--- config.mk ---
export PLATFORM = sky130hd
export DESIGN_NAME = msix_csr_top
export DESIGN_NICKNAME = d
export VERILOG_FILES = /design/src/design/msix_reg_pkg.sv /design/src/design/msix_map_pkg.sv /design/src/design/msix_csr_top.sv /design/src/design/msix_read_port.sv /design/src/design/msix_table_regs.sv /design/src/design/msix_write_decode.sv
export SDC_FILE = /design/constraint.sdc
export NUM_CORES = 2
export LEC_CHECK = 0
export ABC_AREA = 1
export BUFFER_PORTS_ARGS = -buffer_cell sky130_fd_sc_hd__buf_2
export CELL_PAD_IN_SITES_DETAIL_PLACEMENT = 1
export CELL_PAD_IN_SITES_GLOBAL_PLACEMENT = 1
export CORE_AREA = 4 4 501 503
export DETAILED_ROUTE_END_ITERATION = 12
export DIE_AREA = 0 0 505 507
export PLACE_DENSITY_LB_ADDON = 0.2
export SLEW_MARGIN = 30
export SYNTH_ARGS = -nofsm -noshare
export SYNTH_HDL_FRONTEND = slang
export SYNTH_HIERARCHICAL = 1
export SYNTH_SLANG_ARGS = --single-unit
--- constraint.sdc ---
create_clock -name clk -period 3.73 [get_ports clk]
set_clock_uncertainty 0.1 [all_clocks]
set_input_delay 0.746 -clock clk [delete_from_list [all_inputs] [get_ports clk]]
set_output_delay 0.746 -clock clk [all_outputs]
set_load 0.02 [all_outputs]
--- src/design/msix_reg_pkg.sv ---
// MSI-X register layout

package msix_reg_pkg;

   localparam int HALF_W = 32;

   // Kind of write applied to a 64-bit table register
   typedef enum logic [1:0] {
      NONE    = 2'd0,
      LOWER32 = 2'd1,
      UPPER32 = 2'd2,
      FULL64  = 2'd3
   } write_kind_t;

   // ----------------------------------------------------------------------
   // Table word views
   // ----------------------------------------------------------------------

   // Even slots, the message address
   typedef struct packed {
      logic [HALF_W-1:0] addr_hi;
      logic [HALF_W-1:0] addr_lo;
   } addr_view_t;

   // Odd slots, vector control over message data
   // Bit 0 of msg_control is the vector mask
   typedef struct packed {
      logic [HALF_W-1:0] msg_control;
      logic [HALF_W-1:0] msg_data;
   } ctldat_view_t;

   typedef union packed {
      addr_view_t   addr;
      ctldat_view_t ctldat;
   } table_word_t;

   // Vectors come out of reset masked
   localparam logic [2*HALF_W-1:0] CTLDAT_RESET = 64'h0000_0001_0000_0000;

endpackage

--- src/design/msix_map_pkg.sv ---
// MSI-X address map

package msix_map_pkg;

   // Bus widths
   localparam int ADDR_W = 20;
   localparam int DATA_W = 64;
   localparam int BE_W   = 8;

   // Vector table and status word sizes
   localparam int NUM_VECTORS  = 8;
   localparam int PBA_W        = 7;
   localparam int COUNT_W      = 32;
   localparam int ENTRY_STRIDE = 16;

   // ----------------------------------------------------------------------
   // Byte addresses
   // ----------------------------------------------------------------------
   localparam logic [ADDR_W-1:0] TABLE_BASE = 20'h0_3000;
   localparam logic [ADDR_W-1:0] PBA_ADDR   = 20'h0_2000;
   localparam logic [ADDR_W-1:0] COUNT_ADDR = 20'h0_2008;

   // Slots 0..15 alternate address and control/data words per vector
   localparam int NUM_REGS  = 18;
   localparam int SEL_PBA   = 16;
   localparam int SEL_COUNT = 17;

   // Table spans 128 bytes, so bits above this index select the region
   localparam int TABLE_SPAN_W = $clog2(NUM_VECTORS * ENTRY_STRIDE);

   // One-hot slot select for a bus address, zero when unmapped
   function automatic logic [NUM_REGS-1:0] decode_addr(input logic [ADDR_W-1:0] addr);
      logic [NUM_REGS-1:0] sel;
      sel = '0;
      if (addr[ADDR_W-1:TABLE_SPAN_W] == TABLE_BASE[ADDR_W-1:TABLE_SPAN_W])
         sel[addr[TABLE_SPAN_W-1:3]] = 1'b1;
      else if (addr[ADDR_W-1:3] == PBA_ADDR[ADDR_W-1:3])
         sel[SEL_PBA] = 1'b1;
      else if (addr[ADDR_W-1:3] == COUNT_ADDR[ADDR_W-1:3])
         sel[SEL_COUNT] = 1'b1;
      return sel;
   endfunction

endpackage
--- src/design/msix_csr_top.sv ---
// MSI-X CSR block top level

`timescale 1ns/1ps

module msix_csr_top (
   input  logic                                                clk,
   input  logic                                                rst_n,
   input  logic                                                write,
   input  logic                                                read,
   input  logic [msix_map_pkg::ADDR_W-1:0]                     address,
   input  logic [msix_map_pkg::DATA_W-1:0]                     writedata,
   input  logic [msix_map_pkg::BE_W-1:0]                       byteenable,
   output logic [msix_map_pkg::DATA_W-1:0]                     readdata,
   output logic                                                readdatavalid,
   output logic                                                writeresponsevalid,
   input  logic [msix_map_pkg::PBA_W-1:0]                      msix_pba_in,
   input  logic [msix_map_pkg::COUNT_W-1:0]                    msix_count_in,
   output msix_reg_pkg::table_word_t [msix_map_pkg::NUM_VECTORS-1:0] msix_addr,
   output msix_reg_pkg::table_word_t [msix_map_pkg::NUM_VECTORS-1:0] msix_ctldat,
   output logic [msix_map_pkg::DATA_W-1:0]                     msix_pba
);

   msix_reg_pkg::write_kind_t                                  wr_kind;
   logic [msix_map_pkg::DATA_W-1:0]                            wr_data;
   logic [msix_map_pkg::NUM_REGS-1:0]                          wr_sel;
   logic                                                       wr_pulse;
   logic [msix_map_pkg::NUM_REGS-1:0][msix_map_pkg::DATA_W-1:0] reg_words;

   msix_write_decode u_write_decode (
      .clk        (clk),
      .rst_n      (rst_n),
      .write      (write),
      .address    (address),
      .writedata  (writedata),
      .byteenable (byteenable),
      .wr_kind    (wr_kind),
      .wr_data    (wr_data),
      .wr_sel     (wr_sel),
      .wr_pulse   (wr_pulse)
   );

   msix_table_regs u_table_regs (
      .clk           (clk),
      .rst_n         (rst_n),
      .wr_kind       (wr_kind),
      .wr_data       (wr_data),
      .wr_sel        (wr_sel),
      .msix_pba_in   (msix_pba_in),
      .msix_count_in (msix_count_in),
      .reg_words     (reg_words),
      .msix_addr     (msix_addr),
      .msix_ctldat   (msix_ctldat),
      .msix_pba      (msix_pba)
   );

   msix_read_port u_read_port (
      .clk                (clk),
      .rst_n              (rst_n),
      .read               (read),
      .address            (address),
      .wr_pulse           (wr_pulse),
      .reg_words          (reg_words),
      .readdata           (readdata),
      .readdatavalid      (readdatavalid),
      .writeresponsevalid (writeresponsevalid)
   );

endmodule

--- src/design/msix_read_port.sv ---
// MSI-X read and response port

`timescale 1ns/1ps

module msix_read_port (
   input  logic                                                  clk,
   input  logic                                                  rst_n,
   input  logic                                                  read,
   input  logic [msix_map_pkg::ADDR_W-1:0]                       address,
   input  logic                                                  wr_pulse,
   input  logic [msix_map_pkg::NUM_REGS-1:0][msix_map_pkg::DATA_W-1:0] reg_words,
   output logic [msix_map_pkg::DATA_W-1:0]                       readdata,
   output logic                                                  readdatavalid,
   output logic                                                  writeresponsevalid
);

   logic [msix_map_pkg::NUM_REGS-1:0]      rd_sel;
   logic [msix_map_pkg::DATA_W-1:0]        rd_word;

   assign rd_sel = msix_map_pkg::decode_addr(address);

   // One-hot OR mux, unmapped addresses fall through to zero
   always_comb
   begin
      rd_word = '0;
      for (int s = 0; s < msix_map_pkg::NUM_REGS; s++)
         if (rd_sel[s])
            rd_word = rd_word | reg_words[s];
   end

   always_ff @(posedge clk)
   begin
      readdata <= rd_word;
   end

   always_ff @(posedge clk)
   begin
      if (!rst_n)
      begin
         readdatavalid      <= 1'b0;
         writeresponsevalid <= 1'b0;
      end
      else
      begin
         readdatavalid      <= read;
         writeresponsevalid <= wr_pulse;
      end
   end

   a_rdvalid: assert property (@(posedge clk) disable iff (!rst_n)
      readdatavalid |-> $past(read));

endmodule

--- src/design/msix_table_regs.sv ---
// MSI-X vector table store

`timescale 1ns/1ps

module msix_table_regs (
   input  logic                                                  clk,
   input  logic                                                  rst_n,
   input  msix_reg_pkg::write_kind_t                             wr_kind,
   input  logic [msix_map_pkg::DATA_W-1:0]                       wr_data,
   input  logic [msix_map_pkg::NUM_REGS-1:0]                     wr_sel,
   input  logic [msix_map_pkg::PBA_W-1:0]                        msix_pba_in,
   input  logic [msix_map_pkg::COUNT_W-1:0]                      msix_count_in,
   output logic [msix_map_pkg::NUM_REGS-1:0][msix_map_pkg::DATA_W-1:0] reg_words,
   output msix_reg_pkg::table_word_t [msix_map_pkg::NUM_VECTORS-1:0]   msix_addr,
   output msix_reg_pkg::table_word_t [msix_map_pkg::NUM_VECTORS-1:0]   msix_ctldat,
   output logic [msix_map_pkg::DATA_W-1:0]                       msix_pba
);

   localparam int NUM_SLOTS = 2 * msix_map_pkg::NUM_VECTORS;
   localparam int HALF_W    = msix_reg_pkg::HALF_W;

   msix_reg_pkg::table_word_t               slot_q [NUM_SLOTS];
   logic [msix_map_pkg::DATA_W-1:0]         pba_q;
   logic [msix_map_pkg::DATA_W-1:0]         count_q;

   // ----------------------------------------------------------------------
   // Table slots
   // ----------------------------------------------------------------------
   for (genvar i = 0; i < NUM_SLOTS; i++)
   begin : g_slot
      localparam bit IS_CTLDAT = (i % 2) == 1;

      msix_reg_pkg::table_word_t nxt;

      // Half-word writes always take the low half of the bus
      always_comb
      begin
         nxt = slot_q[i];
         if (wr_sel[i])
         begin
            case (wr_kind)
               msix_reg_pkg::FULL64:
                  nxt = wr_data;
               msix_reg_pkg::LOWER32:
                  if (IS_CTLDAT)
                     nxt.ctldat.msg_data = wr_data[HALF_W-1:0];
                  else
                     nxt.addr.addr_lo = wr_data[HALF_W-1:0];
               msix_reg_pkg::UPPER32:
                  if (IS_CTLDAT)
                     nxt.ctldat.msg_control = wr_data[HALF_W-1:0];
                  else
                     nxt.addr.addr_hi = wr_data[HALF_W-1:0];
               default:
                  nxt = slot_q[i];
            endcase
         end
      end

      always_ff @(posedge clk)
      begin
         if (!rst_n)
         begin
            if (IS_CTLDAT)
               slot_q[i] <= msix_reg_pkg::CTLDAT_RESET;
            else
            begin
               slot_q[i].addr.addr_hi <= '0;
               slot_q[i].addr.addr_lo <= '0;
            end
         end
         else
            slot_q[i] <= nxt;
      end
   end

   // ----------------------------------------------------------------------
   // Status words
   // ----------------------------------------------------------------------
   // Status words follow their inputs and ignore bus writes
   always_ff @(posedge clk)
   begin
      pba_q   <= {{(msix_map_pkg::DATA_W - msix_map_pkg::PBA_W){1'b0}}, msix_pba_in};
      count_q <= {{(msix_map_pkg::DATA_W - msix_map_pkg::COUNT_W){1'b0}}, msix_count_in};
   end

   always_comb
   begin
      for (int v = 0; v < msix_map_pkg::NUM_VECTORS; v++)
      begin
         msix_addr[v]   = slot_q[2*v];
         msix_ctldat[v] = slot_q[2*v+1];
      end
      for (int s = 0; s < NUM_SLOTS; s++)
         reg_words[s] = slot_q[s];
      reg_words[msix_map_pkg::SEL_PBA]   = pba_q;
      reg_words[msix_map_pkg::SEL_COUNT] = count_q;
   end

   assign msix_pba = pba_q;

   // Writes aimed at status slots leave the sampled inputs in place
   a_pba_ro: assert property (@(posedge clk) disable iff (!rst_n)
      wr_sel[msix_map_pkg::SEL_PBA] |=>
         pba_q == msix_map_pkg::DATA_W'($past(msix_pba_in)));

   a_count_ro: assert property (@(posedge clk) disable iff (!rst_n)
      wr_sel[msix_map_pkg::SEL_COUNT] |=>
         count_q == msix_map_pkg::DATA_W'($past(msix_count_in)));

endmodule

--- src/design/msix_write_decode.sv ---
// MSI-X write decoder

`timescale 1ns/1ps

module msix_write_decode (
   input  logic                                  clk,
   input  logic                                  rst_n,
   input  logic                                  write,
   input  logic [msix_map_pkg::ADDR_W-1:0]       address,
   input  logic [msix_map_pkg::DATA_W-1:0]       writedata,
   input  logic [msix_map_pkg::BE_W-1:0]         byteenable,
   output msix_reg_pkg::write_kind_t             wr_kind,
   output logic [msix_map_pkg::DATA_W-1:0]       wr_data,
   output logic [msix_map_pkg::NUM_REGS-1:0]     wr_sel,
   output logic                                  wr_pulse
);

   msix_reg_pkg::write_kind_t              kind_next;
   logic [msix_map_pkg::NUM_REGS-1:0]      sel_next;

   // ----------------------------------------------------------------------
   // Classify the write
   // ----------------------------------------------------------------------
   // All lanes enabled is a full word, otherwise address bit 2 picks the half
   always_comb
   begin
      if (!write)
         kind_next = msix_reg_pkg::NONE;
      else if (&byteenable)
         kind_next = msix_reg_pkg::FULL64;
      else if (!address[2])
         kind_next = msix_reg_pkg::LOWER32;
      else
         kind_next = msix_reg_pkg::UPPER32;
   end

   assign sel_next = write ? msix_map_pkg::decode_addr(address) : '0;

   always_ff @(posedge clk)
   begin
      if (!rst_n)
      begin
         wr_kind  <= msix_reg_pkg::NONE;
         wr_sel   <= '0;
         wr_pulse <= 1'b0;
      end
      else
      begin
         wr_kind  <= kind_next;
         wr_sel   <= sel_next;
         wr_pulse <= write;
      end
   end

   // Write data travels with the kind and select
   always_ff @(posedge clk)
   begin
      wr_data <= writedata;
   end

   // At most one slot selected, and only on a write cycle
   a_sel_onehot: assert property (@(posedge clk) disable iff (!rst_n)
      $onehot0(wr_sel) && (wr_pulse || wr_sel == '0));

endmodule

==> results.yml <==
power_and_ir_drop:
  p_sw_mw: 8.05
  pwr-share-comb_pct: 4.9
  power_density_nw_per_um2: 416
  p_leak_nw: 35.4
  p_sw_share_pct: 26.3
  p_clk_share_pct: 52.2
  ir_worst_vdd_v: 0.000422
  finalPower_mw: 30.6
  p_int_mw: 22.5
  pwr-share-seq_pct: 42.9
clock_network:
  cts_resized: 0
  cts_num_sinks: 1212
  clk_pin_slew_worst_paths_ps: 60
  cts_setup_buffers: 0
  cts-root-buf: "clkbuf_16"
  clk_path_buf_depth: 3
  cts-htree-levels: 4
  cts_hold_buf: 103
  cts_made_buffers: 157
  clk_latency_ps: 820
  cts_tree: "yes"
timing:
  rsz0062_at_grt: "no"
  fin_crit_ps: 2850
  finalHoldViolations: 0
  final_max_slew_viol_count: 0
  max_freq_mhz: 351
  relSlewSlack_pct: 27.8
  fin_tns_setup_ps: 0
  holdWs_ps: 89.3
  setup_viol: 0
  min_period_over_period_pct: 76.3
  tightestPinTransition_ps: 1080
grt:
  antenna_found_initial: 42
  grt_max_degree: 115
  grt_usage_pct: 31.1
  overflow: 0
  grt_pass1_vias: 64395
  grt_pass1_wl_microns: 562000
setup_path:
  crit_fanout: 23
  critPathArrivalTime_ps: 3450
  setup.worst_path.end: "u_table_regs/slot_q[1][426]$_SDFFE_PN0P_"
  reg2reg_slack_ps: 880
  worstPathRequired_ps: 4330
  r2r-end: "u_table_regs/slot_q[1][426]$_SDFFE_PN0P_"
  crit_type: "reg2reg"
  cp-startpoint: "u_write_decode/wr_kind[1]$_SDFF_PN0_"
  rr_worst_depth: 6
  critPathLaunchType: "flop"
  critPathCaptureType: "flop"
  r2r_start: "u_write_decode/wr_kind[1]$_SDFF_PN0_"
route:
  wl_met1_microns: 174000
  ant_nets: 0
  drtIter0Drc: 6689
  first_pass_iters: 9
  num_vias: 66514
  drt_wl_total_microns: 418000
  dr.max_layer_used: "met5"
  wl_met2_microns: 182000
  met3_wirelength_microns: 39100
  wl_per_cell_microns: 32.1
  routed_via_density: 5.11
  drc_errors: 0
place:
  port_buffers: 1229
  place_hpwl_microns: 305000
  placed_cells: 12629
  finalWeightedCongestion: 0.898
die:
  num_io_pins: 1289
  dieArea_sq_um: 256000
  fp-row-count: 182
  start_util_pct: 26.8
  fp.dieH_microns: 507
  fp.coreArea_sq_um: 246000
  die_width_microns: 505
status:
  status: "finished clean"
final_layout:
  final_util_pct: 29.9
  nets: 9806
  areaGrowthSynthToFinish_pct: 11.8
  drive_gt1_share_pct: 18.8
  stdcell_count: 13029
run:
  maxCapViolCount: 0
synth:
  netlist_area_sq_um: 65800
  ys_warn_count: 6
  syn_area_per_cell_sq_um: 6.80
  postSynthCellCount: 9676
worst_hold_path:
  hold_path_class: "in2reg"
worst max-delay path: stages (launching register included):
cell,delay [ps]
dfxtp_4,680
nand2_2,550
buf_4,410
nand2_2,570
nand3_1,160
nand2_1,110
inv_1,40
worst min-delay path by stage:
stage | from | end | slack [ps] | depth (start not counted)
6_report | msix_count_in[8] | u_table_regs/count_q[8]$_DFF_P_ | 90 | 1
4_1_cts | msix_count_in[8] | u_table_regs/count_q[8]$_DFF_P_ | 10 | 1
2_1_floorplan | u_write_decode/wr_pulse$_SDFF_PN0_ | u_read_port/writeresponsevalid$_SDFF_PN0_ | 290 | 2
3_3_place_gp | u_write_decode/wr_pulse$_SDFF_PN0_ | u_read_port/writeresponsevalid$_SDFF_PN0_ | 320 | 2
5_1_grt | msix_count_in[8] | u_table_regs/count_q[8]$_DFF_P_ | 20 | 1
3_5_place_dp | u_write_decode/wr_pulse$_SDFF_PN0_ | u_read_port/writeresponsevalid$_SDFF_PN0_ | 320 | 2
stage by stage:
stage / worst slack (ps) / instance area [sq um]
2_1_floorplan: 1720 / 66400
3_3_place_gp: 444 / 67200
3_5_place_dp: 448 / 67200
4_1_cts: 961 / 73500
5_1_grt: 831 / 73600
6_report: 883 / 73600
area by class of cell:
type | count | area (sq um)
Multi-Input combinational cell | 5451 | 25400
Clock inverter | 47 | 667
Sequential cell | 1212 | 24300
Tap cell | 3220 | 4030
Timing Repair Buffer | 1588 | 9800
Inverter | 1261 | 4750
Antenna cell | 12 | 30.0
Fill cell | 30547 | 172000
Clock buffer | 238 | 4610
registers in the layout (all words and copies together), names as in the netlist:
register and count:
u_read_port/readdata 64, u_read_port/readdatavalid 1, u_read_port/writeresponsevalid 1, u_table_regs/count_q 32, u_table_regs/msix_pba 7, u_table_regs/slot_q 1024, u_write_decode/wr_data 64, u_write_decode/wr_kind 2
u_write_decode/wr_pulse 1, u_write_decode/wr_sel 16
routing by layer:
metal,global-route usage (%),vias to the layer above
li1,-,29647
met1,39.9,33114
met2,47.7,3159
met3,8.97,588
met4,15.0,6
met5,0,-
power by group through the flow:
| stage | clock network, mW | logic (mW) | registers [mW] |
|---|---|---|---|
| after floorplan | 0 | 0.769 | 13.3 |
| after global placement | 0 | 1.37 | 13.4 |
| after detailed placement | 0 | 1.38 | 13.4 |
| after CTS | 16.3 | 1.47 | 13.1 |
| after global routing | 16.8 | 1.56 | 13.1 |
| final | 16.0 | 1.50 | 13.1 |
placed cells by master (no fill, tap or decap), types with 10 or more instances in the layout:
cell type      count
buf_2           1228
diode_2           12
nand3_4           11
nor2_1          1309
clkinv_2          22
clkbuf_8          33
nand4_1          770
nand3_1          916
buf_4            201
clkbuf_16        159
dlygate4sd3_1    103
nor2_4            18
buf_12            55
dfxtp_1         1201
o21ai_0          559
nand2_2           49
nand2_1         1124
conb_1           146
inv_1           1242
dfxtp_2           10
clkbuf_1          46
o21ai_1           17
a21oi_1          514
No activity file was read; power rests on OpenSTA's default activity.
